## config.mk

```make
export PLATFORM = sky130hd
export DESIGN_NAME = rat
export DESIGN_NICKNAME = d
export VERILOG_FILES = /design/src/rename/rat.sv
export VERILOG_INCLUDE_DIRS = /design/src /design/src/common
export SDC_FILE = /design/constraint.sdc
export NUM_CORES = 1
export LEC_CHECK = 0
export BUFFER_PORTS_ARGS = -buffer_cell sky130_fd_sc_hd__buf_2
export CORE_MARGIN = 4
export CORE_UTILIZATION = 25
export CTS_CLUSTER_DIAMETER = 50
export DETAILED_ROUTE_END_ITERATION = 8
export PLACE_DENSITY = 0.5
export SYNTH_ARGS = -nofsm -noshare
export SYNTH_HDL_FRONTEND = slang
export SYNTH_SLANG_ARGS = --single-unit
```

## constraint.sdc

```tcl
create_clock -name clock -period 3.2 [get_ports clock]
set_input_delay 0.64 -clock clock [delete_from_list [all_inputs] [get_ports clock]]
set_output_delay 0.64 -clock clock [all_outputs]
set_load 0.01 [all_outputs]
```

## src/common/ooo_defines.svh

```systemverilog
// widths and depths for the out-of-order core
// PREG_W and ROB_W are not derived, keep them in step with
// PREG_NUM and ROB_DEPTH when resizing
// ROB_DEPTH must stay a power of two, its pointers wrap freely
`ifndef OOO_DEFINES_SVH
`define OOO_DEFINES_SVH

`define XLEN       32
`define AREG_W     5
`define PREG_NUM   48      // 32 architectural + 16 rename
`define PREG_W     6
`define ROB_DEPTH  8
`define ROB_W      3
`define RS_DEPTH   4
`define ZERO_REG   0

// only these two opcode groups are decoded
`define RV32_OP      7'b0110011
`define RV32_OP_IMM  7'b0010011

`endif

```

## src/rename/rat.sv

```systemverilog
// rename table, architectural to physical register
// lookups are combinational, the update lands at the dispatch edge
// no checkpoints, there is no recovery path
`timescale 1ns/10ps
`default_nettype none
`include "ooo_defines.svh"

module rat (
    input  logic                clock,
    input  logic                reset,
    input  logic                fire,
    input  logic [`AREG_W-1:0]  opa_areg,
    input  logic [`AREG_W-1:0]  opb_areg,
    input  logic [`AREG_W-1:0]  dest_areg,
    input  logic [`PREG_W-1:0]  new_preg,
    output logic [`PREG_W-1:0]  opa_preg,
    output logic [`PREG_W-1:0]  opb_preg,
    output logic [`PREG_W-1:0]  old_preg
);
    localparam int AREG_NUM = 1 << `AREG_W;

    logic [`PREG_W-1:0] map [AREG_NUM];

    assign opa_preg = map[opa_areg];
    assign opb_preg = map[opb_areg];
    assign old_preg = map[dest_areg];   // becomes prev_preg in the ROB

    always_ff @(posedge clock) begin
        if (reset) begin
            for (int i = 0; i < AREG_NUM; i++)
                map[i] <= `PREG_W'(i);  // identity
        end else if (fire && dest_areg != `ZERO_REG) begin
            map[dest_areg] <= new_preg;
        end
    end

    // preg 0 is x0 for good, a real rename never lands on it
    assert property (@(posedge clock) disable iff (reset)
        fire && dest_areg != `ZERO_REG |-> new_preg != '0)
        else $error("rename of x%0d onto preg 0", dest_areg);

endmodule

`default_nettype wire

```

==> impl_metrics.env <==
export IMPL_status="finished, final reports clean"
export IMPL_setup_slack_ps=75.10
export IMPL_cts_tree="yes"
export IMPL_die_area_um2=51090
export IMPL_drive_gt1_share_pct=33.33
export IMPL_core_area_um2=46750
export IMPL_synth_cell_type_count=38
export IMPL_clk_pin_slew_worst_paths_ps=70
export IMPL_max_freq_mhz=320.0
export IMPL_powerDensity_nw_per_um2=459.4
export IMPL_cp_required_ps=2560
export IMPL_setup_viol=0
export IMPL_ant_nets=0
export IMPL_crit_buf_inv=3
export IMPL_cts_path_max_buffers=2
export IMPL_power_share_clock_pct=34.1
export IMPL_syn_area_um2=11890
export IMPL_grt_pass1_vias=8374
export IMPL_synth_flop_cell="edfxtp_1"
export IMPL_first_pass_iters=7
export IMPL_cts_buffers=17
export IMPL_intPower_w=0.004470
export IMPL_cp_data_arrival_time_ps=2480
export IMPL_cts_resized=0
export IMPL_rsz0062_at_grt="false"
export IMPL_ys_top_cells_by_area="edfxtp_1, mux4_2, or3_1, o22ai_1, mux2i_1"
export IMPL_max_cap_violations=0
export IMPL_startpoint_type="input port"
export IMPL_vias=8487
export IMPL_synthTopCellsByCount="edfxtp_1, mux4_2, or3_1"
export IMPL_crit_family="buffers and inverters"
export IMPL_die_height_um=226.0
export IMPL_min_from="new_preg[1]"
export IMPL_antenna_found_initial=2
export IMPL_drc=0
export IMPL_start_util_pct=25.42
export IMPL_placement_cell_area_um2=12970
export IMPL_crit_path_end_kind="output pin"
export IMPL_grt_start_max_net_pins=38
export IMPL_maxSlewViolCount=0
export IMPL_area_delta_synth_final_pct=13.83
export IMPL_place_gp_congestion=0.9172
export IMPL_wire_per_inst_um=28.12
export IMPL_peakVddDrop_v=0.0003701
export IMPL_grt_use_total_pct=16.56
export IMPL_hold_viol=0
export IMPL_finalCritPeriodShare_pct=97.65
export IMPL_gr_total_overflow=0
export IMPL_cpMaxStageDelayCell="a22oi_1"
export IMPL_final_area_um2=13530
export IMPL_max_slew_margin_pct=46.15
export IMPL_min_path_type="input port to flip-flop"
export IMPL_largest_reg_flops=192
export IMPL_die_x_um=226.0
export IMPL_async_flop_share_pct=0
export IMPL_numPortBuffers=41
export IMPL_yosysWarnings=0
export IMPL_ys_seq_elements=192
export IMPL_postSynthAreaPerCell_um2=13.98
export IMPL_synth_most_common_cell="edfxtp_1"
export IMPL_grt_pass1_wl_um=60940
export IMPL_seq_area_frac_synth_pct=48.51
export IMPL_p_seq_share_pct=49.1
export IMPL_synth_top_area_share_pct=48.51
export IMPL_postSynthCellCount=850
export IMPL_switching_share_pct=28.08
export IMPL_cts_root_buf="clkbuf_16"
export IMPL_final_nets=908
export IMPL_crit_type="input port to output pin"
export IMPL_synth_edf_count=192
export IMPL_drt_initial_drc_count=1154
export IMPL_min_period_ps=3125
export IMPL_worst_pin_slew_ps=807.7
export IMPL_p_leak_nw=4.391
export IMPL_switching_power_w=0.001745
export IMPL_cts_max_level=4
export IMPL_regMostFlops="map"
export IMPL_cp_common_cell="buf_4"
export IMPL_post_place_ws_ps=115.4
export IMPL_via_per_inst=5.639
export IMPL_top_level_ports=42
export IMPL_tns_ps=0
export IMPL_critPathMaxStageDelay_ps=430
export IMPL_num_rows=79
export IMPL_startpoint="dest_areg[1]"
export IMPL_cts_hold_buf=0
export IMPL_drt_total_wl_um=42320
export IMPL_crit_fanout=23
export IMPL_numClockSinks=192
export IMPL_p_comb_share_pct=16.8
export IMPL_crit_chain="buf_4 -> buf_4 -> mux4_2 -> a22oi_1 -> nand4_1 -> buf_2"
export IMPL_top_regs="map (192)"
export IMPL_post_cts_buffers=0
export IMPL_hpwl_um=30730
export IMPL_synth_area_leader_cell="edfxtp_1"
-- power groups by stage --
stage          Clock [W]  Sequential (W)  Combinational (W)
4_1_cts          0.00215         0.00305            0.00103
2_1_floorplan          0         0.00302           0.000662
5_1_grt          0.00224         0.00306            0.00109
3_5_place_dp           0         0.00310            0.00103
3_3_place_gp           0         0.00310            0.00103
6_report         0.00212         0.00305            0.00104
-- routing by layer --
metal	vias up	GRT usage [%]	routed length [um]
met5	-	0	13
met4	2	4.046	846
met3	56	3.341	3398
met2	438	26.30	19900
met1	4473	23.44	18160
li1	3518	-	-
-- cells by family (layout without fill, tap and decap cells) --
family | Yosys count | in the layout | share of synthesized area, %
buffers and inverters | 96 | 138 | 4.443
AO/OA/AOI/OAI | 80 | 80 | 4.527
multiplexers | 158 | 158 | 27.02
flip-flops | 192 | 192 | 48.51
AND/OR/NAND/NOR | 323 | 323 | 15.46
other | 1 | 7 | 0.03155
-- worst paths after layout --
path  depth (start not counted)  slack, ps     endpoint
max                           6         80  old_preg[2]
min                           4        790    map[7][1]
-- per-stage QoR --
stage                     hold WS (ps)  util (%)  std cells  power, W
after floorplan                  819.5         -        855  0.003679
after global placement            1247     27.73       1472  0.004129
after detailed placement          1257     27.73       1472  0.004134
after CTS                        788.7     28.93       1504  0.006231
after global routing             810.9     28.93       1504  0.006395
final                            786.3     28.94       1505  0.006216
-- cell type report --
type,instances,area (um2)
Clock buffer,19,432.9
Sequential cell,192,5766
Inverter,2,7.507
Fill cell,4686,33220
Clock inverter,13,127.6
Timing Repair Buffer,104,823.3
Antenna cell,1,2.502
Tap cell,607,759.5
Multi-Input combinational cell,567,5610
-- placed cells by master, fill, tap and decap left out, drive strengths merged, types with 6 or more instances in the layout --
master,synthesis,layout
and2,41,41
or3,63,63
edfxtp,192,192
clkbuf,44,19
a22oi,23,23
clkinv,0,6
mux4,130,130
nand2b,7,7
nand3b,9,9
nor2,38,38
nor3,42,42
conb,1,6
o22ai,48,48
nor4,12,12
nand3,16,16
or2,33,33
inv,2,6
mux2i,28,28
and3,21,21
buf,50,104
nand2,24,24
Power figures use the tool's default switching activity.
