$ cat src/common/ooo_defines.svh
// widths and depths for the out-of-order core
// PREG_W and ROB_W are not derived, keep them in step with
// PREG_NUM and ROB_DEPTH when resizing
// ROB_DEPTH must stay a power of two, its pointers wrap freely
`ifndef OOO_DEFINES_SVH
`define OOO_DEFINES_SVH

`define XLEN       32
`define AREG_W     5
`define PREG_NUM   48      // 32 architectural + 16 rename
`define PREG_W     6
`define ROB_DEPTH  8
`define ROB_W      3
`define RS_DEPTH   4
`define ZERO_REG   0

// only these two opcode groups are decoded
`define RV32_OP      7'b0110011
`define RV32_OP_IMM  7'b0010011

`endif

$ cat src/common/cdb_if.sv
// common data bus, one producer (the ALU) and many listeners
// valid is high for exactly one cycle per result
`timescale 1ns/10ps
`default_nettype none
`include "ooo_defines.svh"

interface cdb_if;
    logic               valid;
    logic [`PREG_W-1:0] preg;      // destination tag
    logic [`ROB_W-1:0]  rob_idx;
    logic [`XLEN-1:0]   value;

    modport src (output valid, output preg, output rob_idx, output value);
    modport dst (input valid, input preg, input rob_idx, input value);
endinterface

`default_nettype wire

$ cat src/rename/prf.sv
// physical register file with ready bits and the free list
// preg 0 stays x0, CDB writes to it are dropped
// pregs 0..31 start ready and zero, the rest start free
// a same-cycle CDB result is forwarded to the dispatch reads
`timescale 1ns/10ps
`default_nettype none
`include "ooo_defines.svh"

module prf (
    input  logic                clock,
    input  logic                reset,
    input  logic                fire,
    input  logic                alloc,          // dest is not x0
    input  logic [`PREG_W-1:0]  opa_preg,
    input  logic [`PREG_W-1:0]  opb_preg,
    output logic                opa_ready,
    output logic [`XLEN-1:0]    opa_value,
    output logic                opb_ready,
    output logic [`XLEN-1:0]    opb_value,
    output logic [`PREG_W-1:0]  new_preg,
    output logic                free_empty,
    cdb_if.dst                  cdb,
    input  logic                commit_valid,
    input  logic [`PREG_W-1:0]  commit_preg,
    input  logic [`PREG_W-1:0]  prev_preg,
    output logic [`XLEN-1:0]    commit_value
);
    localparam int AREG_NUM = 1 << `AREG_W;
    localparam int FREE_NUM = `PREG_NUM - AREG_NUM;
    localparam int FREE_W   = $clog2(FREE_NUM);

    logic [`XLEN-1:0]   values [`PREG_NUM];
    logic [`PREG_NUM-1:0] ready;
    logic [`PREG_W-1:0] free_list [FREE_NUM];
    logic [FREE_W-1:0]  head, tail;
    logic [FREE_W:0]    free_count;
    logic               pop, push, cdb_wr, hit_a, hit_b;

    assign pop    = fire && alloc;
    assign push   = commit_valid && commit_preg != '0; // x0 writes hold no preg
    assign cdb_wr = cdb.valid && cdb.preg != '0;
    assign hit_a  = cdb_wr && cdb.preg == opa_preg;
    assign hit_b  = cdb_wr && cdb.preg == opb_preg;

    assign free_empty   = free_count == '0;
    assign new_preg     = alloc ? free_list[head] : '0;
    assign opa_ready    = ready[opa_preg] || hit_a;
    assign opa_value    = hit_a ? cdb.value : values[opa_preg];
    assign opb_ready    = ready[opb_preg] || hit_b;
    assign opb_value    = hit_b ? cdb.value : values[opb_preg];
    assign commit_value = values[commit_preg];

    //////////////////////////////
    // register state and list
    //////////////////////////////
    always_ff @(posedge clock) begin
        if (reset) begin
            for (int i = 0; i < `PREG_NUM; i++) begin
                values[i] <= '0;
                ready[i]  <= i < AREG_NUM;
            end
            for (int i = 0; i < FREE_NUM; i++)
                free_list[i] <= `PREG_W'(AREG_NUM + i);
            head       <= '0;
            tail       <= '0;
            free_count <= (FREE_W+1)'(FREE_NUM);
        end else begin
            if (pop) begin
                ready[new_preg] <= 1'b0;    // waits for its producer
                head <= head + 1'b1;
            end
            if (cdb_wr) begin
                values[cdb.preg] <= cdb.value;
                ready[cdb.preg]  <= 1'b1;
            end
            if (push) begin
                free_list[tail] <= prev_preg;
                tail <= tail + 1'b1;
            end
            free_count <= free_count + (FREE_W+1)'(push) - (FREE_W+1)'(pop);
        end
    end

    // decode must hold back an allocating dispatch on an empty list
    assert property (@(posedge clock) disable iff (reset) pop |-> !free_empty)
        else $error("free list popped while empty");

endmodule

`default_nettype wire

$ cat src/flat_wrapper.sv
// flat-port wrapper written by rule: the top's interface ports become plain ports
module prf_flat 
  (clock, reset, fire, alloc, opa_preg, opb_preg, opa_ready, opa_value, opb_ready, opb_value, new_preg, free_empty, commit_valid, commit_preg, prev_preg, commit_value, cdb_valid, cdb_preg, cdb_rob_idx, cdb_value);
  cdb_if cdb_i ();
  input  logic clock;
  input  logic reset;
  input  logic fire;
  input  logic alloc;
  input  logic [`PREG_W-1:0] opa_preg;
  input  logic [`PREG_W-1:0] opb_preg;
  output logic opa_ready;
  output logic [`XLEN-1:0] opa_value;
  output logic opb_ready;
  output logic [`XLEN-1:0] opb_value;
  output logic [`PREG_W-1:0] new_preg;
  output logic free_empty;
  input  logic commit_valid;
  input  logic [`PREG_W-1:0] commit_preg;
  input  logic [`PREG_W-1:0] prev_preg;
  output logic [`XLEN-1:0] commit_value;
  input wire logic [$bits(cdb_i.valid)-1:0] cdb_valid;
  input wire logic [$bits(cdb_i.preg)-1:0] cdb_preg;
  input wire logic [$bits(cdb_i.rob_idx)-1:0] cdb_rob_idx;
  input wire logic [$bits(cdb_i.value)-1:0] cdb_value;
  assign cdb_i.valid = cdb_valid;
  assign cdb_i.preg = cdb_preg;
  assign cdb_i.rob_idx = cdb_rob_idx;
  assign cdb_i.value = cdb_value;
  prf u_core (.clock(clock), .reset(reset), .fire(fire), .alloc(alloc), .opa_preg(opa_preg), .opb_preg(opb_preg), .opa_ready(opa_ready), .opa_value(opa_value), .opb_ready(opb_ready), .opb_value(opb_value), .new_preg(new_preg), .free_empty(free_empty), .cdb(cdb_i), .commit_valid(commit_valid), .commit_preg(commit_preg), .prev_preg(prev_preg), .commit_value(commit_value));
endmodule
$ cat config.mk
export PLATFORM = sky130hd
export DESIGN_NAME = prf_flat
export DESIGN_NICKNAME = d
export VERILOG_FILES = /design/src/common/cdb_if.sv /design/src/rename/prf.sv /design/src/flat_wrapper.sv
export VERILOG_INCLUDE_DIRS = /design/src /design/src/common
export SDC_FILE = /design/constraint.sdc
export NUM_CORES = 2
export LEC_CHECK = 0
export ABC_AREA = 0
export BUFFER_PORTS_ARGS = -buffer_cell sky130_fd_sc_hd__buf_2
export CORE_ASPECT_RATIO = 0.75
export CORE_MARGIN = 2
export CORE_UTILIZATION = 37
export DETAILED_ROUTE_END_ITERATION = 6
export HOLD_SLACK_MARGIN = 0.08
export PLACE_DENSITY_LB_ADDON = 0.2
export SETUP_SLACK_MARGIN = 0.5
export SYNTH_ARGS = -nofsm -noshare
export SYNTH_HDL_FRONTEND = slang
export SYNTH_SLANG_ARGS = --single-unit
$ cat constraint.sdc
create_clock -name clock -period 9.17 [get_ports clock]
set_clock_uncertainty 0.2 [all_clocks]
set_input_delay 0.917 -clock clock [delete_from_list [all_inputs] [get_ports clock]]
set_output_delay 0.917 -clock clock [all_outputs]
set_load 0.02 [all_outputs]
==> metrics <==
routability congestion estimate=between 0.9 and 1; post-route setup slack=2570 ps; Core ar.=347000 sq um; Setup Viol. Count Final=0; Reg area=65700 sq um; initial antenna violation count=125; Skew-Pair Late Insertion Delay=950 ps; sequential fraction of the synthesis area=between 50% and 60%; DIE WIDTH=687 um; Tcrit/Tclk final=72.0%; critical path capture point type=primary output; crit path kind=input pin to primary output; grt total ovfl=0; power per cell area=179 nW/um^2; final setup TNS=0 ps; Initial DRT Pass Iterations=6; drt drc=0; row count=187; setup slack after placement=2800 ps; Max-slew headroom=4.30%; Layout area overhead=11.6%; ys flop type=edfxtp_1; CTS tree=done; Post-synth ARST share=0%; kind of start point of the critical path=input pin; number of synthesized register bits=2209; fillers=30900; Netlist cell types=70; DRT iter0 DRCs=18600; status=complete, no violations; dpl hpwl=386 mm; Max Fanout on Critical Path=26; number of global-route vias before repair=86900; first-pass GRT wire length=814 mm; Starting Density=between 30% and 40%; pin count of the biggest net entering global routing=~120; Pwr Total=25.8 mW; clock sinks=2209; number of synthesis warnings=0; Gate Count Post-Synth=8241; worst path arrival time=~5500 ps; PortBufs=approximately 170; root buf cell=clkbuf_16; Post-CTS Hold Buffers=1; P_leak=46.8 nW; Num CTS Buffers=243; Final ANT Viol Nets=0; # IOs=approximately 180; final core occ=41.6%; Post-CTS Repair Setup Buffers=0; synthesized area per cell=around 16 sq um; min cycle time layout=6600 ps; gr usage total=34.2%; vias post-DR=92800; Die Y=just over 500 um; Worst VDD drop=0.168 mV; clock slew seen by the registers of the worst setup and hold paths=70 ps; number of synthesized flops with an enable pin=2144; final wirelength=616 mm; post-detailed-route wirelength per cell=47.3 um; fmax=151 MHz; vias per cell=7.12; Slew Limit Fails=0; Multi-input gate area=between 60000 and 70000 sq um; Worst Tran Pin Value=1430 ps; Die ar.=354000 sq um; RSZ-0062 raised after global routing=no; synthesized cell area=129000 sq um; Worst Hold Class=input pin to flop; Max Buffers Root-to-Sink=4; nets@finish=around 8000; H-tree Lvls=4; post-CTS sizing=0; Critical Path RT=8050 ps; share of layout cells above drive strength 1=32.7%; Hold Violations, Final=0; total of max-cap violations=0
-- cell type report --
| class | instances | share of cell area [%] |
|---|---|---|
| sequential | 2209 | 45.5 |
| multi-input combinational | 5117 | 42.1 |
| clock buffer | 294 | 4.43 |
| tap | 4630 | 4.02 |
| timing repair buffer | 546 | 2.95 |
| clock inverter | 141 | 0.792 |
| antenna | 77 | 0.134 |
| inverter | 31 | 0.0841 |
-- cells in the mapped netlist, types with 17 or more instances --
| cell | instances | area share, % |
|---|---|---|
| a211oi_1 | 57 | 0.33 |
| a21oi_1 | 105 | 0.41 |
| a221oi_1 | 36 | 0.24 |
| a22o_1 | 48 | 0.33 |
| a22oi_1 | 276 | 1.6 |
| a31oi_1 | 48 | 0.23 |
| and2_1 | 1550 | 7.5 |
| buf_1 | 55 | 0.16 |
| buf_2 | 233 | 0.90 |
| buf_4 | 62 | 0.36 |
| buf_6 | 22 | 0.19 |
| clkbuf_1 | 542 | 1.6 |
| dfxtp_1 | 65 | 1.0 |
| edfxtp_1 | 2144 | 50 |
| inv_1 | 30 | 0.087 |
| mux2i_1 | 255 | 2.0 |
| mux4_2 | 1636 | 29 |
| nand2_1 | 161 | 0.47 |
| nand2b_1 | 24 | 0.12 |
| nand3_1 | 37 | 0.14 |
| nand4_1 | 21 | 0.10 |
| nor2_1 | 241 | 0.70 |
| nor2b_1 | 68 | 0.33 |
| nor3_1 | 36 | 0.14 |
| nor4_1 | 36 | 0.17 |
| o211ai_1 | 29 | 0.17 |
| o21ai_0 | 72 | 0.28 |
| o221ai_1 | 19 | 0.13 |
| o22a_1 | 17 | 0.12 |
| o22ai_1 | 82 | 0.40 |
| o32a_1 | 32 | 0.25 |
| or3_1 | 43 | 0.21 |
-- flip-flops by register name, indices dropped and copies added, names as in the netlist, named ones only --
register,cells
u_core.values,2048
u_core.free_list,96
u_core.free_count,5
u_core.head,4
u_core.tail,4
u_core.ready,48
-- through the flow --
stage,std cells,hold slack [ps],cell area (sq um)
after floorplan,8272,268,129000
after global placement,12500,283,137000
after detailed placement,12500,294,137000
after CTS,13000,142,144000
after global routing,13000,189,144000
final,13000,185,144000
-- cells in the final DEF, fill, tap and decap left out, drive strengths merged, types with 43 or more instances in the layout --
master	n
nor2	242
and2	1550
o22ai	82
a22o	48
a31oi	48
mux2i	255
nand2	162
clkinv	110
diode	77
or3	43
clkbuf	294
a211oi	57
nor2b	68
buf	545
a21oi	105
edfxtp	2144
mux4	1636
o21ai	76
a22oi	277
dfxtp	65
-- routing by layer --
layer,track usage (%),routed length (um),up-vias
met5,0.0134,405,-
met4,20.4,43400,62
met3,14.5,100000,1725
met2,46.5,251000,8885
met1,45.2,222000,48800
li1,-,-,33400
-- worst max-delay path, stage by stage --
cell	delay, ps
buf_2	600
buf_4	670
nand2_1	320
nor2_4	590
buf_4	680
a221oi_1	260
and4_1	470
a31oi_1	580
buf_2	320
-- power by group --
| part | switching, mW | leakage, nW | internal [mW] |
|---|---|---|---|
| combinational | 2.68 | 22.5 | 1.54 |
| sequential | 0.309 | 20.6 | 11.5 |
| clock | 4.41 | 3.69 | 5.37 |
| total | 7.40 | 46.8 | 18.4 |
-- final timing paths --
check	startpoint	end	slack, ps	cells past startpoint
setup reg to reg	flop	u_core.ready[38]$_SDFF_PP0_	5640	6
hold / removal	cdb_value[27]	u_core.values[60][27]$_DFFE_PP_	190	1
setup / recovery	opb_preg[4]	opb_value[3]	2570	9
hold reg to reg	u_core.ready[15]$_SDFF_PP1_	u_core.ready[15]$_SDFF_PP1_	310	2
-- logic make-up after synthesis --
group,Yosys count,share of synthesized area [%]
muxes,1907,30.6
DFF,2209,50.8
xor gates and xnor gates,22,0.149
other,1,0.00290
and+or+nand+nor,2270,10.2
adders and majority gates,12,0.122
AOI/OAI and AO/OA,874,4.83
buffers and inverters,946,3.29
Note: power is estimated with default switching activity, not from simulation.
