### config.mk
export PLATFORM = sky130hd
export DESIGN_NAME = decode
export DESIGN_NICKNAME = d
export VERILOG_FILES = /design/src/common/ooo_pkg.sv /design/src/hdl/decode.sv
export VERILOG_INCLUDE_DIRS = /design/src /design/src/common
export SDC_FILE = /design/constraint.sdc
export NUM_CORES = 1
export LEC_CHECK = 0
export ABC_CLOCK_PERIOD_IN_PS = 1700
export BUFFER_PORTS_ARGS = -buffer_cell sky130_fd_sc_hd__buf_2
export CAP_MARGIN = 20
export CORE_AREA = 10 10 54 56
export DETAILED_ROUTE_END_ITERATION = 8
export DIE_AREA = 0 0 64 66
export PLACE_DENSITY = 0.79
export RECOVER_POWER = 100
export SLEW_MARGIN = 10
export SYNTH_ARGS = -nofsm -noshare
export SYNTH_HDL_FRONTEND = slang
export SYNTH_SLANG_ARGS = --single-unit
### constraint.sdc
create_clock -name vclk -period 1.7
set_input_delay 0.34 -clock vclk [all_inputs]
set_output_delay 0.34 -clock vclk [all_outputs]
set_load 0.005 [all_outputs]
### src/common/ooo_defines.svh
// widths and depths for the out-of-order core
// PREG_W and ROB_W are not derived, keep them in step with
// PREG_NUM and ROB_DEPTH when resizing
// ROB_DEPTH must stay a power of two, its pointers wrap freely
`ifndef OOO_DEFINES_SVH
`define OOO_DEFINES_SVH

`define XLEN       32
`define AREG_W     5
`define PREG_NUM   48      // 32 architectural + 16 rename
`define PREG_W     6
`define ROB_DEPTH  8
`define ROB_W      3
`define RS_DEPTH   4
`define ZERO_REG   0

// only these two opcode groups are decoded
`define RV32_OP      7'b0110011
`define RV32_OP_IMM  7'b0010011

`endif

### src/common/ooo_pkg.sv
// shared types of the core
// inst_t is one raw word seen either as R-type or as I-type,
// the opcode decides which view is meaningful
`default_nettype none
`include "ooo_defines.svh"

package ooo_pkg;

    typedef struct packed {
        logic [6:0] funct7;
        logic [4:0] rs2;
        logic [4:0] rs1;
        logic [2:0] funct3;
        logic [4:0] rd;
        logic [6:0] opcode;
    } r_view_t;

    typedef struct packed {
        logic [11:0] imm12;
        logic [4:0]  rs1;
        logic [2:0]  funct3;
        logic [4:0]  rd;
        logic [6:0]  opcode;
    } i_view_t;

    typedef union packed {
        r_view_t r_view;    // OP
        i_view_t i_view;    // OP-IMM
    } inst_t;

    typedef enum logic [3:0] {
        ALU_ADD, ALU_SUB, ALU_SLL, ALU_SLT, ALU_SLTU,
        ALU_XOR, ALU_SRL, ALU_SRA, ALU_OR,  ALU_AND
    } alu_func_e;

    // one source operand as held in the station
    typedef struct packed {
        logic [`XLEN-1:0]   value;
        logic               ready;
        logic [`PREG_W-1:0] tag;    // producer preg while not ready
    } rs_operand_t;

    typedef struct packed {
        rs_operand_t        opa;
        rs_operand_t        opb;
        alu_func_e          func;
        logic [`PREG_W-1:0] dest_preg;
        logic [`ROB_W-1:0]  rob_idx;
    } rs_entry_t;

endpackage

`default_nettype wire

### src/hdl/decode.sv
// decode of one raw RV32I word, OP and OP-IMM groups only
// other opcodes are not recognised and decode as garbage
// fire is the single dispatch strobe for the whole core
`timescale 1ns/10ps
`default_nettype none
`include "ooo_defines.svh"

module decode import ooo_pkg::*; (
    input  logic                inst_valid,
    input  inst_t               inst,
    input  logic                rob_full,
    input  logic                rs_full,
    input  logic                free_empty,
    output logic                fire,
    output logic [`AREG_W-1:0]  opa_areg,
    output logic [`AREG_W-1:0]  opb_areg,
    output logic [`AREG_W-1:0]  dest_areg,
    output alu_func_e           func,
    output logic [`XLEN-1:0]    imm,
    output logic                opb_is_imm,
    output logic                dispatch_stall
);
    logic is_op;    // register-register form

    assign is_op      = inst.r_view.opcode == `RV32_OP;
    assign opb_is_imm = inst.i_view.opcode == `RV32_OP_IMM;
    assign opa_areg   = inst.r_view.rs1;
    assign opb_areg   = inst.r_view.rs2;   // unused by the I form
    assign dest_areg  = inst.r_view.rd;
    assign imm        = {{(`XLEN-12){inst.i_view.imm12[11]}}, inst.i_view.imm12};

    always_comb begin
        case (inst.r_view.funct3)
            3'b000:  func = (is_op && inst.r_view.funct7[5]) ? ALU_SUB : ALU_ADD;
            3'b001:  func = ALU_SLL;
            3'b010:  func = ALU_SLT;
            3'b011:  func = ALU_SLTU;
            3'b100:  func = ALU_XOR;
            3'b101:  func = inst.r_view.funct7[5] ? ALU_SRA : ALU_SRL; // imm[10] for SRAI
            3'b110:  func = ALU_OR;
            default: func = ALU_AND;
        endcase
    end

    // x0 writes need no free preg
    assign dispatch_stall = rob_full || rs_full || (free_empty && dest_areg != `ZERO_REG);
    assign fire           = inst_valid && !dispatch_stall;

endmodule

`default_nettype wire

==> run metrics, run 1 <==
Worst Path Required 1.36 ns; ranking of synthesized cells by area buf_4, a211oi_1, and3_1, mux2_2, nor2_1; post-synth top area share 73.82%; Avg Cell Area, Syn 7.242 sq um; Multi-input gate area 127.6 sq um; RSZ-0062 raised after global routing yes; via count 308; routed length per instance 13.52 um; synth-to-layout area growth -31.15%; clock buf count 0; CP Class input pin to primary output; cell count after synthesis 66; Max Slew Vio Count 0; DRC 0; DRT Wirelength 1068 um; Inst Count DP 79; I/O Buffers 33; Post-CTS Setup Inserts 0; register area 0 sq um; Worst setup EP type primary output; die area 4224 sq um; Ys Warns 0; Pwr Total 64.83 uW; Total Routing Usage GR 4.685%; Worst Path Max Fanout 2; Critical Path Start inst[7]; TritonRoute pass-1 iters 2; nets 90; synthesized cell area 478.0 sq um; DRT iter0 DRCs 3; Yosys cell types 15; DP Area 324.1 sq um; Final Instance Area 329.1 sq um; HP Class input pin to primary output; chip width 64 um; Worst Tran Pin Value 0.2732 ns; biggest area consumer among synthesized cells buf_4; Top Ports 90; CP endpoint fire; Final setup violation count 0; sequential cells 0; Worst VDD drop 0.06821 mV; net count after synthesis 102; Rows 16; crit share post-route 99.61%; MaxCap Viol Count 0; total core area 1902 sq um; commonest cells in the netlist buf_4, nor2_1, a211oi_1, and3_1, o21ai_0; Layout fillers 217; Pleak 0.0001720 uW; fin cells 79; GRT overflow 0; slew margin rel. 81.53%; Final ANT Viol Nets 0; sequential-to-total area share from yosys stat 0%; largest net degree at the start of global routing 22; most frequent cell after synthesis buf_4; starting density of the core 25.13%; final core utilization 17.30%; ANT cells 0; DR vias/cell 3.899; RD Place Congestion 0.7578; outcome finished, final reports clean; worst path arrival time 1.35 ns; Min Clock Period, post-route 1.693 ns; Hold Vio Cnt, Final 0; first-pass GRT wire length 1718 um; Die Y 66 um; layout cell share with drive strength beyond 1 59.62%; Pwr per Cell Area 197.0 nW/um^2; maximum clock frequency 590.5 MHz; CTS Hold Buffers Added 0; initial antenna violation count 0; type of origin of the critical path input pin; vias in the first global route 402
[per-layer routing]
layer	share of wire, %	up-vias	track usage (%)
met2	42	33	7.836
met4	1.5	0	1.639
met3	27	6	5.763
met1	30	130	3.104
li1	-	139	-
met5	0	-	0
[layout by cell type (no fill, tap or decap)]
master	synthesis	routed
o21ai_0	2	2
nand3_1	1	1
and4b_1	1	1
nor4bb_2	0	1
nor2_1	3	3
and3_1	2	2
clkbuf_1	0	5
a211oi_1	2	2
clkbuf_2	0	1
or4_4	1	1
mux2_2	1	1
and2_0	0	1
o21ai_2	1	1
buf_2	0	25
nor2b_1	1	1
buf_6	0	1
inv_1	1	1
buf_1	0	1
nand2_1	1	1
[final cells by class]
type	count	share of cell area [%]
tap	27	10.27
multi-input combinational	18	38.78
inverter	1	1.141
timing repair buffer	33	49.81
[through the flow]
step	hold slack [ns]	worst slack (ns)	setup TNS [ns]
final	0.6800	0.006617	0
after floorplan	0.7362	0.2173	0
after global placement	0.6800	0.006734	0
after global routing	0.6800	-0.02772	-0.02772
after CTS	0.6800	0.0006357	0
after detailed placement	0.6800	-0.01868	-0.01868
[where the power goes]
group          total [uW]  internal (uW)  leakage, uW  switching, uW
logic                64.8           36.1     0.000172           28.7
registers               0              0            0              0
clock network           0              0            0              0
[cells by family after synthesis]
logic type,synth area share [%]
buffers and inverters,74.61
and+or+nand+nor,15.97
AOI/OAI and AO/OA,7.068
muxes,2.356
[worst max-delay path, stage by stage]
cell     delay, ns
buf_6         0.09
or4_4         0.52
o21ai_2       0.13
and3_1        0.16
buf_2         0.11
[repair_timing]
action                                  4_1_cts  5_1_grt
pin swaps                                     0        0
gates resized for setup                       1        1
endpoints found under the setup margin        1        2
[worst min path at each step]
stage,end,from,slack [ns],cells after the start
final,imm[7],inst[27],0.68,0
after global routing,imm[7],inst[27],0.68,0
after CTS,imm[5],inst[25],0.68,0
after detailed placement,imm[5],inst[25],0.68,0
after global placement,imm[5],inst[25],0.68,0
after floorplan,func[0],inst[12],0.74,1
Note: power is estimated with default switching activity, not from simulation.
==> run 2, diff against run 1 <==
- BUFFER_PORTS_ARGS: -buffer_cell sky130_fd_sc_hd__buf_2 -> default
- CORE_AREA: 10 10 54 56 -> 10 10 47 49
- DIE_AREA: 0 0 64 66 -> 0 0 57 59
- DONT_BUFFER_PORTS: default -> 1
- PLACE_DENSITY: 0.79 -> 0.54
==> run 2 against run 1 <==
  * Cell count fell by 56%
  * Non-clock buffer count fell by 33
  * Core utilization fell by 7.2 points
  * Cell area fell by 57%
  * Global-route usage fell by 1.2 points
  * Fmax rose by 11%
  * Worst setup slack improved by 0.17 ns
  * Combinational power fell by 73%
  * Critical path depth fell by 2
  * Critical path type unchanged
  * Largest power group unchanged
==> run metrics, run 2 (same netlist as run 1, synthesis figures left out) <==
outcome finished, final reports clean; Layout fillers 172 (-21%); HP Class input pin to primary output; final core utilization 10.09% (-7.2 points); starting density of the core 34.11% (+9.0 points); slew margin rel. 78.48% (-3.0 points); Pleak 0.00005117 uW (-70%); Inst Count DP 35 (-56%); Worst Tran Pin Value 0.3185 ns (+0.04530 ns); Worst VDD drop 0.01659 mV (-76%); ANT cells 0 (unchanged); synth-to-layout area growth -70.42%; chip width 57 um (-11%); nets 57 (-37%); first-pass GRT wire length 1055 um (-39%); switch share 46.48% (+2.2 points); CTS Hold Buffers Added 0 (unchanged); CP Class input pin to primary output; Worst setup EP type primary output; TritonRoute pass-1 iters 2 (unchanged); Worst Path Required 1.36 ns (about the same); RSZ-0062 raised after global routing no; Post-CTS Setup Inserts 0 (unchanged); Max Slew Vio Count 0 (unchanged); NetSw 8.287 uW (-71%); maximum clock frequency 655.7 MHz (+11%); Final setup violation count 0 (unchanged); DRT Wirelength 730 um (-32%); Rows 14 (-2); Total Routing Usage GR 3.528% (-1.2 points); via count 175 (-43%); crit share post-route 89.71% (-9.9 points); Top Ports 90 (unchanged); DR vias/cell 5.000 (+28%); Clk network pwr share 0% (unchanged); commonest non-fill, non-tap cell in the layout nor2_1; register area 0 sq um (unchanged); Worst Path Max Fanout 2 (unchanged); RD Place Congestion 0.5907 (-22%); total core area 1401 sq um (-26%); Final Instance Area 141.4 sq um (-57%); I/O Buffers 0 (-100%); Comb pwr share 100.0% (about the same); die area 3363 sq um (-20%); DRC 0 (unchanged); DP Area 145.1 sq um (-55%); Die Y 59 um (-11%); sequential cells 0 (unchanged); most frequent cells in the layout nor2_1, o21ai_0, a211oi_1, and3_1; Pint 9.541 uW (-74%); vias in the first global route 199 (-50%); Pwr per Cell Area 126.1 nW/um^2 (-36%); routed length per instance 20.86 um (+54%); Hold Vio Cnt, Final 0 (unchanged); Min Clock Period, post-route 1.525 ns (-0.1683 ns); MaxCap Viol Count 0 (unchanged); DRT iter0 DRCs 6 (+3); largest net degree at the start of global routing 22 (unchanged); Final ANT Viol Nets 0 (unchanged); layout cell share with drive strength beyond 1 10.53% (-49 points); Reg power frac 0% (unchanged); worst path arrival time 1.19 ns (-0.16 ns); dpl hpwl 668.2 um; setup tns final 0 ns (unchanged); fin cells 35 (-56%); initial antenna violation count 0 (unchanged); GRT overflow 0 (unchanged); type of origin of the critical path input pin; clock buf count 0 (unchanged); CTS resizes 0 (-1)
==> run 2: cell count changes in the layout (fill, tap and decap cells not counted), sizes merged <==
cell    delta
clkbuf     -6
buf       -27
==> run 2: power by group through the flow <==
stage                     clock [uW]  combinational, uW  sequential, uW
after floorplan                    0                106               0
final                              0               17.8               0
after CTS                          0               19.2               0
after detailed placement           0               19.2               0
after global placement             0               18.9               0
after global routing               0               20.5               0
==> run 2: path summary, 6_finish.rpt <==
| check | from | to | slack, ns | cells after the start |
|---|---|---|---|---|
| worst max-delay path | inst[7] | fire | 0.17 | 3 |
| worst min-delay path | inst[8] | dest_areg[1] | 0.68 | 0 |
==> run 2: metrics by stage <==
step / setup WS [ns] / total power (uW) / hold slack [ns]
floorplan: 0.2173 / 106.2 / 0.7362
global placement: 0.1866 / 18.91 / 0.6800
detailed placement: 0.1904 / 19.16 / 0.6800
CTS: 0.1851 / 19.21 / 0.6800
global route: 0.1274 / 20.49 / 0.6800
finish: 0.1749 / 17.83 / 0.6800
==> run 2: per-layer routing <==
metal / track usage [%] / part of all wire, %
met5: 0 / 0
met4: 2.013 / 1.9
met3: 2.575 / 20
met2: 7.132 / 58
met1: 2.113 / 20
==> run 2: cell type report <==
cell class	count	area [sq um]	area share, %
Multi-Input combinational cell	18	117.6	83.19
Tap cell	16	20.02	14.16
Inverter	1	3.754	2.655
==> run 2: critical path: stages <==
cell and delay, ns:
or4_1 0.53, o21ai_2 0.13, and3_1 0.19
