[config.mk]
export PLATFORM = sky130hd
export DESIGN_NAME = rs_alu_flat
export DESIGN_NICKNAME = d
export VERILOG_FILES = /design/src/common/ooo_pkg.sv /design/src/common/cdb_if.sv /design/src/issue/rs_alu.sv /design/src/flat_wrapper.sv
export VERILOG_INCLUDE_DIRS = /design/src /design/src/common
export SDC_FILE = /design/constraint.sdc
export NUM_CORES = 1
export LEC_CHECK = 0
export BUFFER_PORTS_ARGS = -buffer_cell sky130_fd_sc_hd__clkbuf_2
export CAP_MARGIN = 20
export CORE_MARGIN = 2
export CORE_UTILIZATION = 25
export DETAILED_ROUTE_END_ITERATION = 12
export PLACE_DENSITY_LB_ADDON = 0.05
export SETUP_SLACK_MARGIN = 0.5
export SYNTH_ARGS = -nofsm -noshare
export SYNTH_HDL_FRONTEND = slang
export SYNTH_SLANG_ARGS = --single-unit
[constraint.sdc]
create_clock -name clock -period 5.9 [get_ports clock]
set_clock_uncertainty 0.15 [all_clocks]
set_input_delay 1.18 -clock clock [delete_from_list [all_inputs] [get_ports clock]]
set_output_delay 1.18 -clock clock [all_outputs]
set_load 0.005 [all_outputs]
[src/common/ooo_defines.svh]
// widths and depths for the out-of-order core
// PREG_W and ROB_W are not derived, keep them in step with
// PREG_NUM and ROB_DEPTH when resizing
// ROB_DEPTH must stay a power of two, its pointers wrap freely
`ifndef OOO_DEFINES_SVH
`define OOO_DEFINES_SVH

`define XLEN       32
`define AREG_W     5
`define PREG_NUM   48      // 32 architectural + 16 rename
`define PREG_W     6
`define ROB_DEPTH  8
`define ROB_W      3
`define RS_DEPTH   4
`define ZERO_REG   0

// only these two opcode groups are decoded
`define RV32_OP      7'b0110011
`define RV32_OP_IMM  7'b0010011

`endif

[src/common/ooo_pkg.sv]
// shared types of the core
// inst_t is one raw word seen either as R-type or as I-type,
// the opcode decides which view is meaningful
`default_nettype none
`include "ooo_defines.svh"

package ooo_pkg;

    typedef struct packed {
        logic [6:0] funct7;
        logic [4:0] rs2;
        logic [4:0] rs1;
        logic [2:0] funct3;
        logic [4:0] rd;
        logic [6:0] opcode;
    } r_view_t;

    typedef struct packed {
        logic [11:0] imm12;
        logic [4:0]  rs1;
        logic [2:0]  funct3;
        logic [4:0]  rd;
        logic [6:0]  opcode;
    } i_view_t;

    typedef union packed {
        r_view_t r_view;    // OP
        i_view_t i_view;    // OP-IMM
    } inst_t;

    typedef enum logic [3:0] {
        ALU_ADD, ALU_SUB, ALU_SLL, ALU_SLT, ALU_SLTU,
        ALU_XOR, ALU_SRL, ALU_SRA, ALU_OR,  ALU_AND
    } alu_func_e;

    // one source operand as held in the station
    typedef struct packed {
        logic [`XLEN-1:0]   value;
        logic               ready;
        logic [`PREG_W-1:0] tag;    // producer preg while not ready
    } rs_operand_t;

    typedef struct packed {
        rs_operand_t        opa;
        rs_operand_t        opb;
        alu_func_e          func;
        logic [`PREG_W-1:0] dest_preg;
        logic [`ROB_W-1:0]  rob_idx;
    } rs_entry_t;

endpackage

`default_nettype wire

[src/common/cdb_if.sv]
// common data bus, one producer (the ALU) and many listeners
// valid is high for exactly one cycle per result
`timescale 1ns/10ps
`default_nettype none
`include "ooo_defines.svh"

interface cdb_if;
    logic               valid;
    logic [`PREG_W-1:0] preg;      // destination tag
    logic [`ROB_W-1:0]  rob_idx;
    logic [`XLEN-1:0]   value;

    modport src (output valid, output preg, output rob_idx, output value);
    modport dst (input valid, input preg, input rob_idx, input value);
endinterface

`default_nettype wire

[src/issue/rs_alu.sv]
// ALU reservation station
// new entry goes to the lowest free slot, an immediate is a ready opb
// operands wake up from the CDB one edge after the broadcast
// issue picks the oldest entry whose operands are both ready
`timescale 1ns/10ps
`default_nettype none
`include "ooo_defines.svh"

module rs_alu import ooo_pkg::*; (
    input  logic                clock,
    input  logic                reset,
    input  logic                fire,
    input  logic [`PREG_W-1:0]  opa_preg,
    input  logic                opa_ready,
    input  logic [`XLEN-1:0]    opa_value,
    input  logic [`PREG_W-1:0]  opb_preg,
    input  logic                opb_ready,
    input  logic [`XLEN-1:0]    opb_value,
    input  logic [`XLEN-1:0]    imm,
    input  logic                opb_is_imm,
    input  alu_func_e           func,
    input  logic [`PREG_W-1:0]  dest_preg,
    input  logic [`ROB_W-1:0]   rob_idx,
    output logic                rs_full,
    cdb_if.dst                  cdb,
    output logic                issue_valid,
    output rs_entry_t           issue_entry
);
    localparam int IDX_W = $clog2(`RS_DEPTH);

    rs_entry_t              entries [`RS_DEPTH];
    rs_entry_t              new_entry;
    logic [`RS_DEPTH-1:0]   valid, ready_vec;
    logic [`RS_DEPTH-1:0]   older_than [`RS_DEPTH];  // bit j set when j is older
    logic [IDX_W-1:0]       free_idx, issue_idx;

    assign rs_full     = &valid;
    assign issue_entry = entries[issue_idx];

    always_comb begin
        new_entry           = '0;
        new_entry.opa       = '{value: opa_value, ready: opa_ready, tag: opa_preg};
        new_entry.opb       = '{value: opb_value, ready: opb_ready, tag: opb_preg};
        if (opb_is_imm)
            new_entry.opb   = '{value: imm, ready: 1'b1, tag: '0};
        new_entry.func      = func;
        new_entry.dest_preg = dest_preg;
        new_entry.rob_idx   = rob_idx;
    end

    //////////////////////////////
    // slot pick and oldest ready
    //////////////////////////////
    always_comb begin
        free_idx    = '0;
        issue_idx   = '0;
        issue_valid = 1'b0;
        for (int i = 0; i < `RS_DEPTH; i++)
            ready_vec[i] = valid[i] && entries[i].opa.ready && entries[i].opb.ready;
        for (int i = `RS_DEPTH-1; i >= 0; i--)
            if (!valid[i]) free_idx = IDX_W'(i);   // lowest wins
        for (int i = 0; i < `RS_DEPTH; i++) begin
            if (ready_vec[i] && !(|(ready_vec & older_than[i]))) begin
                issue_valid = 1'b1;
                issue_idx   = IDX_W'(i);
            end
        end
    end

    always_ff @(posedge clock) begin
        if (reset) begin
            valid <= '0;
        end else begin
            if (issue_valid) valid[issue_idx] <= 1'b0;
            if (fire)        valid[free_idx]  <= 1'b1;
        end
    end

    // payload and age order, meaningful only under valid
    always_ff @(posedge clock) begin
        for (int i = 0; i < `RS_DEPTH; i++) begin
            if (cdb.valid && !entries[i].opa.ready && entries[i].opa.tag == cdb.preg) begin
                entries[i].opa.value <= cdb.value;
                entries[i].opa.ready <= 1'b1;
            end
            if (cdb.valid && !entries[i].opb.ready && entries[i].opb.tag == cdb.preg) begin
                entries[i].opb.value <= cdb.value;
                entries[i].opb.ready <= 1'b1;
            end
        end
        if (fire) begin
            for (int j = 0; j < `RS_DEPTH; j++)
                older_than[j][free_idx] <= 1'b0;  // newcomer is youngest
            older_than[free_idx] <= valid;
            entries[free_idx]    <= new_entry;
        end
    end

endmodule

`default_nettype wire

[src/flat_wrapper.sv]
// flat-port wrapper written by rule: the top's interface ports become plain ports
module rs_alu_flat import ooo_pkg::*;
  (clock, reset, fire, opa_preg, opa_ready, opa_value, opb_preg, opb_ready, opb_value, imm, opb_is_imm, func, dest_preg, rob_idx, rs_full, issue_valid, issue_entry, cdb_valid, cdb_preg, cdb_rob_idx, cdb_value);
  cdb_if cdb_i ();
  input  logic clock;
  input  logic reset;
  input  logic fire;
  input  logic [`PREG_W-1:0] opa_preg;
  input  logic opa_ready;
  input  logic [`XLEN-1:0] opa_value;
  input  logic [`PREG_W-1:0] opb_preg;
  input  logic opb_ready;
  input  logic [`XLEN-1:0] opb_value;
  input  logic [`XLEN-1:0] imm;
  input  logic opb_is_imm;
  input  alu_func_e func;
  input  logic [`PREG_W-1:0] dest_preg;
  input  logic [`ROB_W-1:0] rob_idx;
  output logic rs_full;
  output logic issue_valid;
  output rs_entry_t issue_entry;
  input wire logic [$bits(cdb_i.valid)-1:0] cdb_valid;
  input wire logic [$bits(cdb_i.preg)-1:0] cdb_preg;
  input wire logic [$bits(cdb_i.rob_idx)-1:0] cdb_rob_idx;
  input wire logic [$bits(cdb_i.value)-1:0] cdb_value;
  assign cdb_i.valid = cdb_valid;
  assign cdb_i.preg = cdb_preg;
  assign cdb_i.rob_idx = cdb_rob_idx;
  assign cdb_i.value = cdb_value;
  rs_alu u_core (.clock(clock), .reset(reset), .fire(fire), .opa_preg(opa_preg), .opa_ready(opa_ready), .opa_value(opa_value), .opb_preg(opb_preg), .opb_ready(opb_ready), .opb_value(opb_value), .imm(imm), .opb_is_imm(opb_is_imm), .func(func), .dest_preg(dest_preg), .rob_idx(rob_idx), .rs_full(rs_full), .cdb(cdb_i), .issue_valid(issue_valid), .issue_entry(issue_entry));
endmodule
==> flow_summary.yaml <==
outcome:
  outcome: "complete, no violations"
grt:
  gr-usage-all-layers_pct: 17.7
  grt_start_max_net_pins: 68
  grt_pass1_wl_um: 89500
  grt_pass1_vias: 12600
  gr-total-overflow: 0
  antenna_found_initial: 7
critical_path:
  r2r_setup_slack_ns: 2.73
  worstReg2RegEnd: "u_core.entries[3][60]$_DFFE_PP_"
  cp.arrival_ns: 3.63
  worstPathMaxFanout: 54
  end_kind: "primary output"
  path_class: "reg2out"
  timing.rr.start: "u_core.valid[3]$_SDFF_PP0_"
  r2r_cells: 6
  cp-start-kind: "flop"
  crit_required_ns: 4.57
drt:
  wl_per_cell_um: 24.9
  drcViolationCount: 0
  finalWirelength_um: 62800
  drtAntennaViolNets: 0
  drt-pass1-iter-count: 7
  viasPerCell: 4.83
  vias: 12200
  drtIter0Drc: 810
floorplanning:
  die_area_um2: 70300
  die_x_um: 265
  num_rows: 95
  start_util_pct: 25.3
  design.core.area_um2: 67400
  ios: 262
  die_h_um: 265
synth:
  yosysSeqAreaShare_pct: 67.3
  yosys-top-cells-area: "edfxtp_1 67%, nand2_1 8.8%, a221o_1 5.2%"
  avgSynthCellArea_um2: 12.5
  syn-cell-area_um2: 17000
  synth_area_leader_cell: "edfxtp_1"
  ys_seq_elements: 384
  yosysWarningCount: 0
  synth_edf_count: 379
  synthCells: 1366
  ys.flop_type: "edfxtp_1"
  postSynth.asyncResetShare_pct: 0
  ys_types: 38
  netlist.area_leader.share_pct: 66.8
hold_path:
  worstHoldPathType: "reg2reg"
  min_to: "u_core.entries[2][58]$_DFF_P_"
  hold_start: "u_core.entries[2][58]$_DFF_P_"
  holdPathStages: 1
placed_design:
  io_buffers: 258
  hpwl_um: 36800
  gp_congestion: 0.737
  dp_cells: 2433
clock_tree:
  clockBufferDepth: 3
  postCtsHoldBufs: 0
  cts_root_buffer: "clkbuf_16"
  numCtsBuffers: 48
  clock_sinks: 384
  cts_tree: "done"
  cts_setup_buffers: 0
  clkLatencyLatePin_ns: 0.58
  cts_resized: 0
  cts.htree.levels: 2
  clkTransAtPathRegs_ns: 0.06
timing:
  tightest_slew_ns: 1.01
  fmax_mhz: 202
  setup_viol: 0
  timing.setup.tns_ns: 0
  drv_slew: 0
  rsz0062_at_grt: "no"
  period_minus_slack_ns: 4.96
  final_hold_viol_count: 0
  slew_headroom_pct: 32.9
  period_share_pct: 84.1
power:
  peakVddDrop_mv: 0.175
  totalPowerFinal_uw: 6460
  p_per_area_nw_per_um2: 309
  p_leak_uw: 0.00808
job:
  drv_cap: 0
layout:
  final_nets: 1779
  final_layout_size_suffix_gt1_share_pct: 22.6
  syn2layout_area_growth_pct: 22.7
  instances_no_fill: 2516
## how the worst max path moves through the flow
stage                                    start                                  end  slack, ns  cells past startpoint
floorplan                          cdb_preg[3]  u_core.entries[0][58]$_SDFFCE_PN1P_       1.49                      5
global placement    u_core.valid[3]$_SDFF_PP0_                      issue_entry[39]       1.55                      6
detailed placement  u_core.valid[3]$_SDFF_PP0_                      issue_entry[71]       1.58                      6
CTS                 u_core.valid[3]$_SDFF_PP0_                      issue_entry[71]       0.91                      6
global route        u_core.valid[3]$_SDFF_PP0_                      issue_entry[39]       0.77                      6
finish              u_core.valid[3]$_SDFF_PP0_                      issue_entry[39]       0.94                      6
## cell usage in the layout, fill, tap and decap left out, types with 2 or more instances in the layout
| master | netlist | routed |
|---|---|---|
| a21oi_1 | 5 | 5 |
| a221o_1 | 89 | 89 |
| a22o_1 | 89 | 89 |
| and2_1 | 7 | 7 |
| and4b_1 | 2 | 2 |
| buf_12 | 0 | 3 |
| buf_4 | 0 | 28 |
| bufinv_16 | 0 | 2 |
| clkbuf_1 | 68 | 4 |
| clkbuf_16 | 0 | 49 |
| clkbuf_2 | 0 | 257 |
| clkinv_1 | 0 | 15 |
| clkinv_2 | 0 | 12 |
| clkinvlp_4 | 0 | 2 |
| conb_1 | 1 | 3 |
| dfxtp_1 | 5 | 5 |
| edfxtp_1 | 379 | 379 |
| inv_1 | 8 | 8 |
| inv_6 | 0 | 2 |
| mux2i_1 | 32 | 32 |
| nand2_1 | 398 | 397 |
| nand2b_1 | 5 | 5 |
| nand3_1 | 13 | 13 |
| nand3b_1 | 2 | 2 |
| nand4_1 | 12 | 12 |
| nor2_1 | 7 | 7 |
| nor2_4 | 1 | 2 |
| nor2b_1 | 7 | 6 |
| nor3_1 | 2 | 2 |
| nor3b_1 | 6 | 6 |
| o21ai_0 | 97 | 97 |
| o21ai_1 | 32 | 32 |
| o41ai_4 | 0 | 8 |
| or2_4 | 0 | 2 |
| xnor2_1 | 20 | 20 |
| xor2_1 | 28 | 28 |
## cell families after synthesis
group / share of synthesized area [%]
AOI/OAI and AO/OA: 14.3
DFF: 67.3
xor gates and xnor gates: 2.47
other: 0.0220
muxes: 1.88
buffers and inverters: 2.64
and+or+nand+nor: 11.3
## state kept, by name, indices dropped and copies added, names as in the netlist
name               count
u_core.entries       364
u_core.valid           4
u_core.older_than     16
## per-stage QoR
step	setup WS, ns	utilization, %	cell area [um2]	hold slack, ns
floorplan	1.49	-	17100	0.359
global placement	1.55	28.9	19500	0.432
detailed placement	1.58	28.9	19500	0.438
CTS	0.909	31.0	20900	0.446
global route	0.773	31.0	20900	0.453
finish	0.940	31.0	20900	0.441
## cell usage after synthesis, types with 12 or more instances
master / count
nand4_1: 12
o21ai_0: 97
xor2_1: 28
nand3_1: 13
nand2_1: 398
clkbuf_1: 68
buf_2: 18
edfxtp_1: 379
mux2i_1: 32
a22o_1: 89
xnor2_1: 20
o21ai_1: 32
a221o_1: 89
## power breakdown
group	total [uW]	leakage [uW]	switching (uW)	internal (uW)
Clock	2740	0.000701	1160	1580
Sequential	3160	0.00354	37.3	3120
Combinational	554	0.00384	358	196
## area by class of cell
class | instances | area (um2)
Inverter | 12 | 50.0
Multi-Input combinational cell | 876 | 5310
Timing Repair Buffer | 288 | 1560
Antenna cell | 1 | 2.50
Sequential cell | 384 | 11500
Clock inverter | 29 | 189
Fill cell | 6849 | 46500
Clock buffer | 53 | 1240
Tap cell | 873 | 1090
## metal layers
metal  GRT usage [%]  vias to the layer above  part of all wire [%]
met3            3.17                       81                   4.4
met5               0                        -                  0.11
li1                -                     5667                     -
met1            23.7                     6107                    46
met2            29.7                      296                    48
met4            4.43                       12                   2.0
## worst max-delay path, cell delays in order (launching register included)
cell and delay (ns):
dfxtp_1 0.57, and4b_1 0.28, and4_4 0.66, buf_4 0.79, a22o_1 0.28, a221o_1 0.23, clkbuf_2 0.16
(Power assumes the default switching activity.)
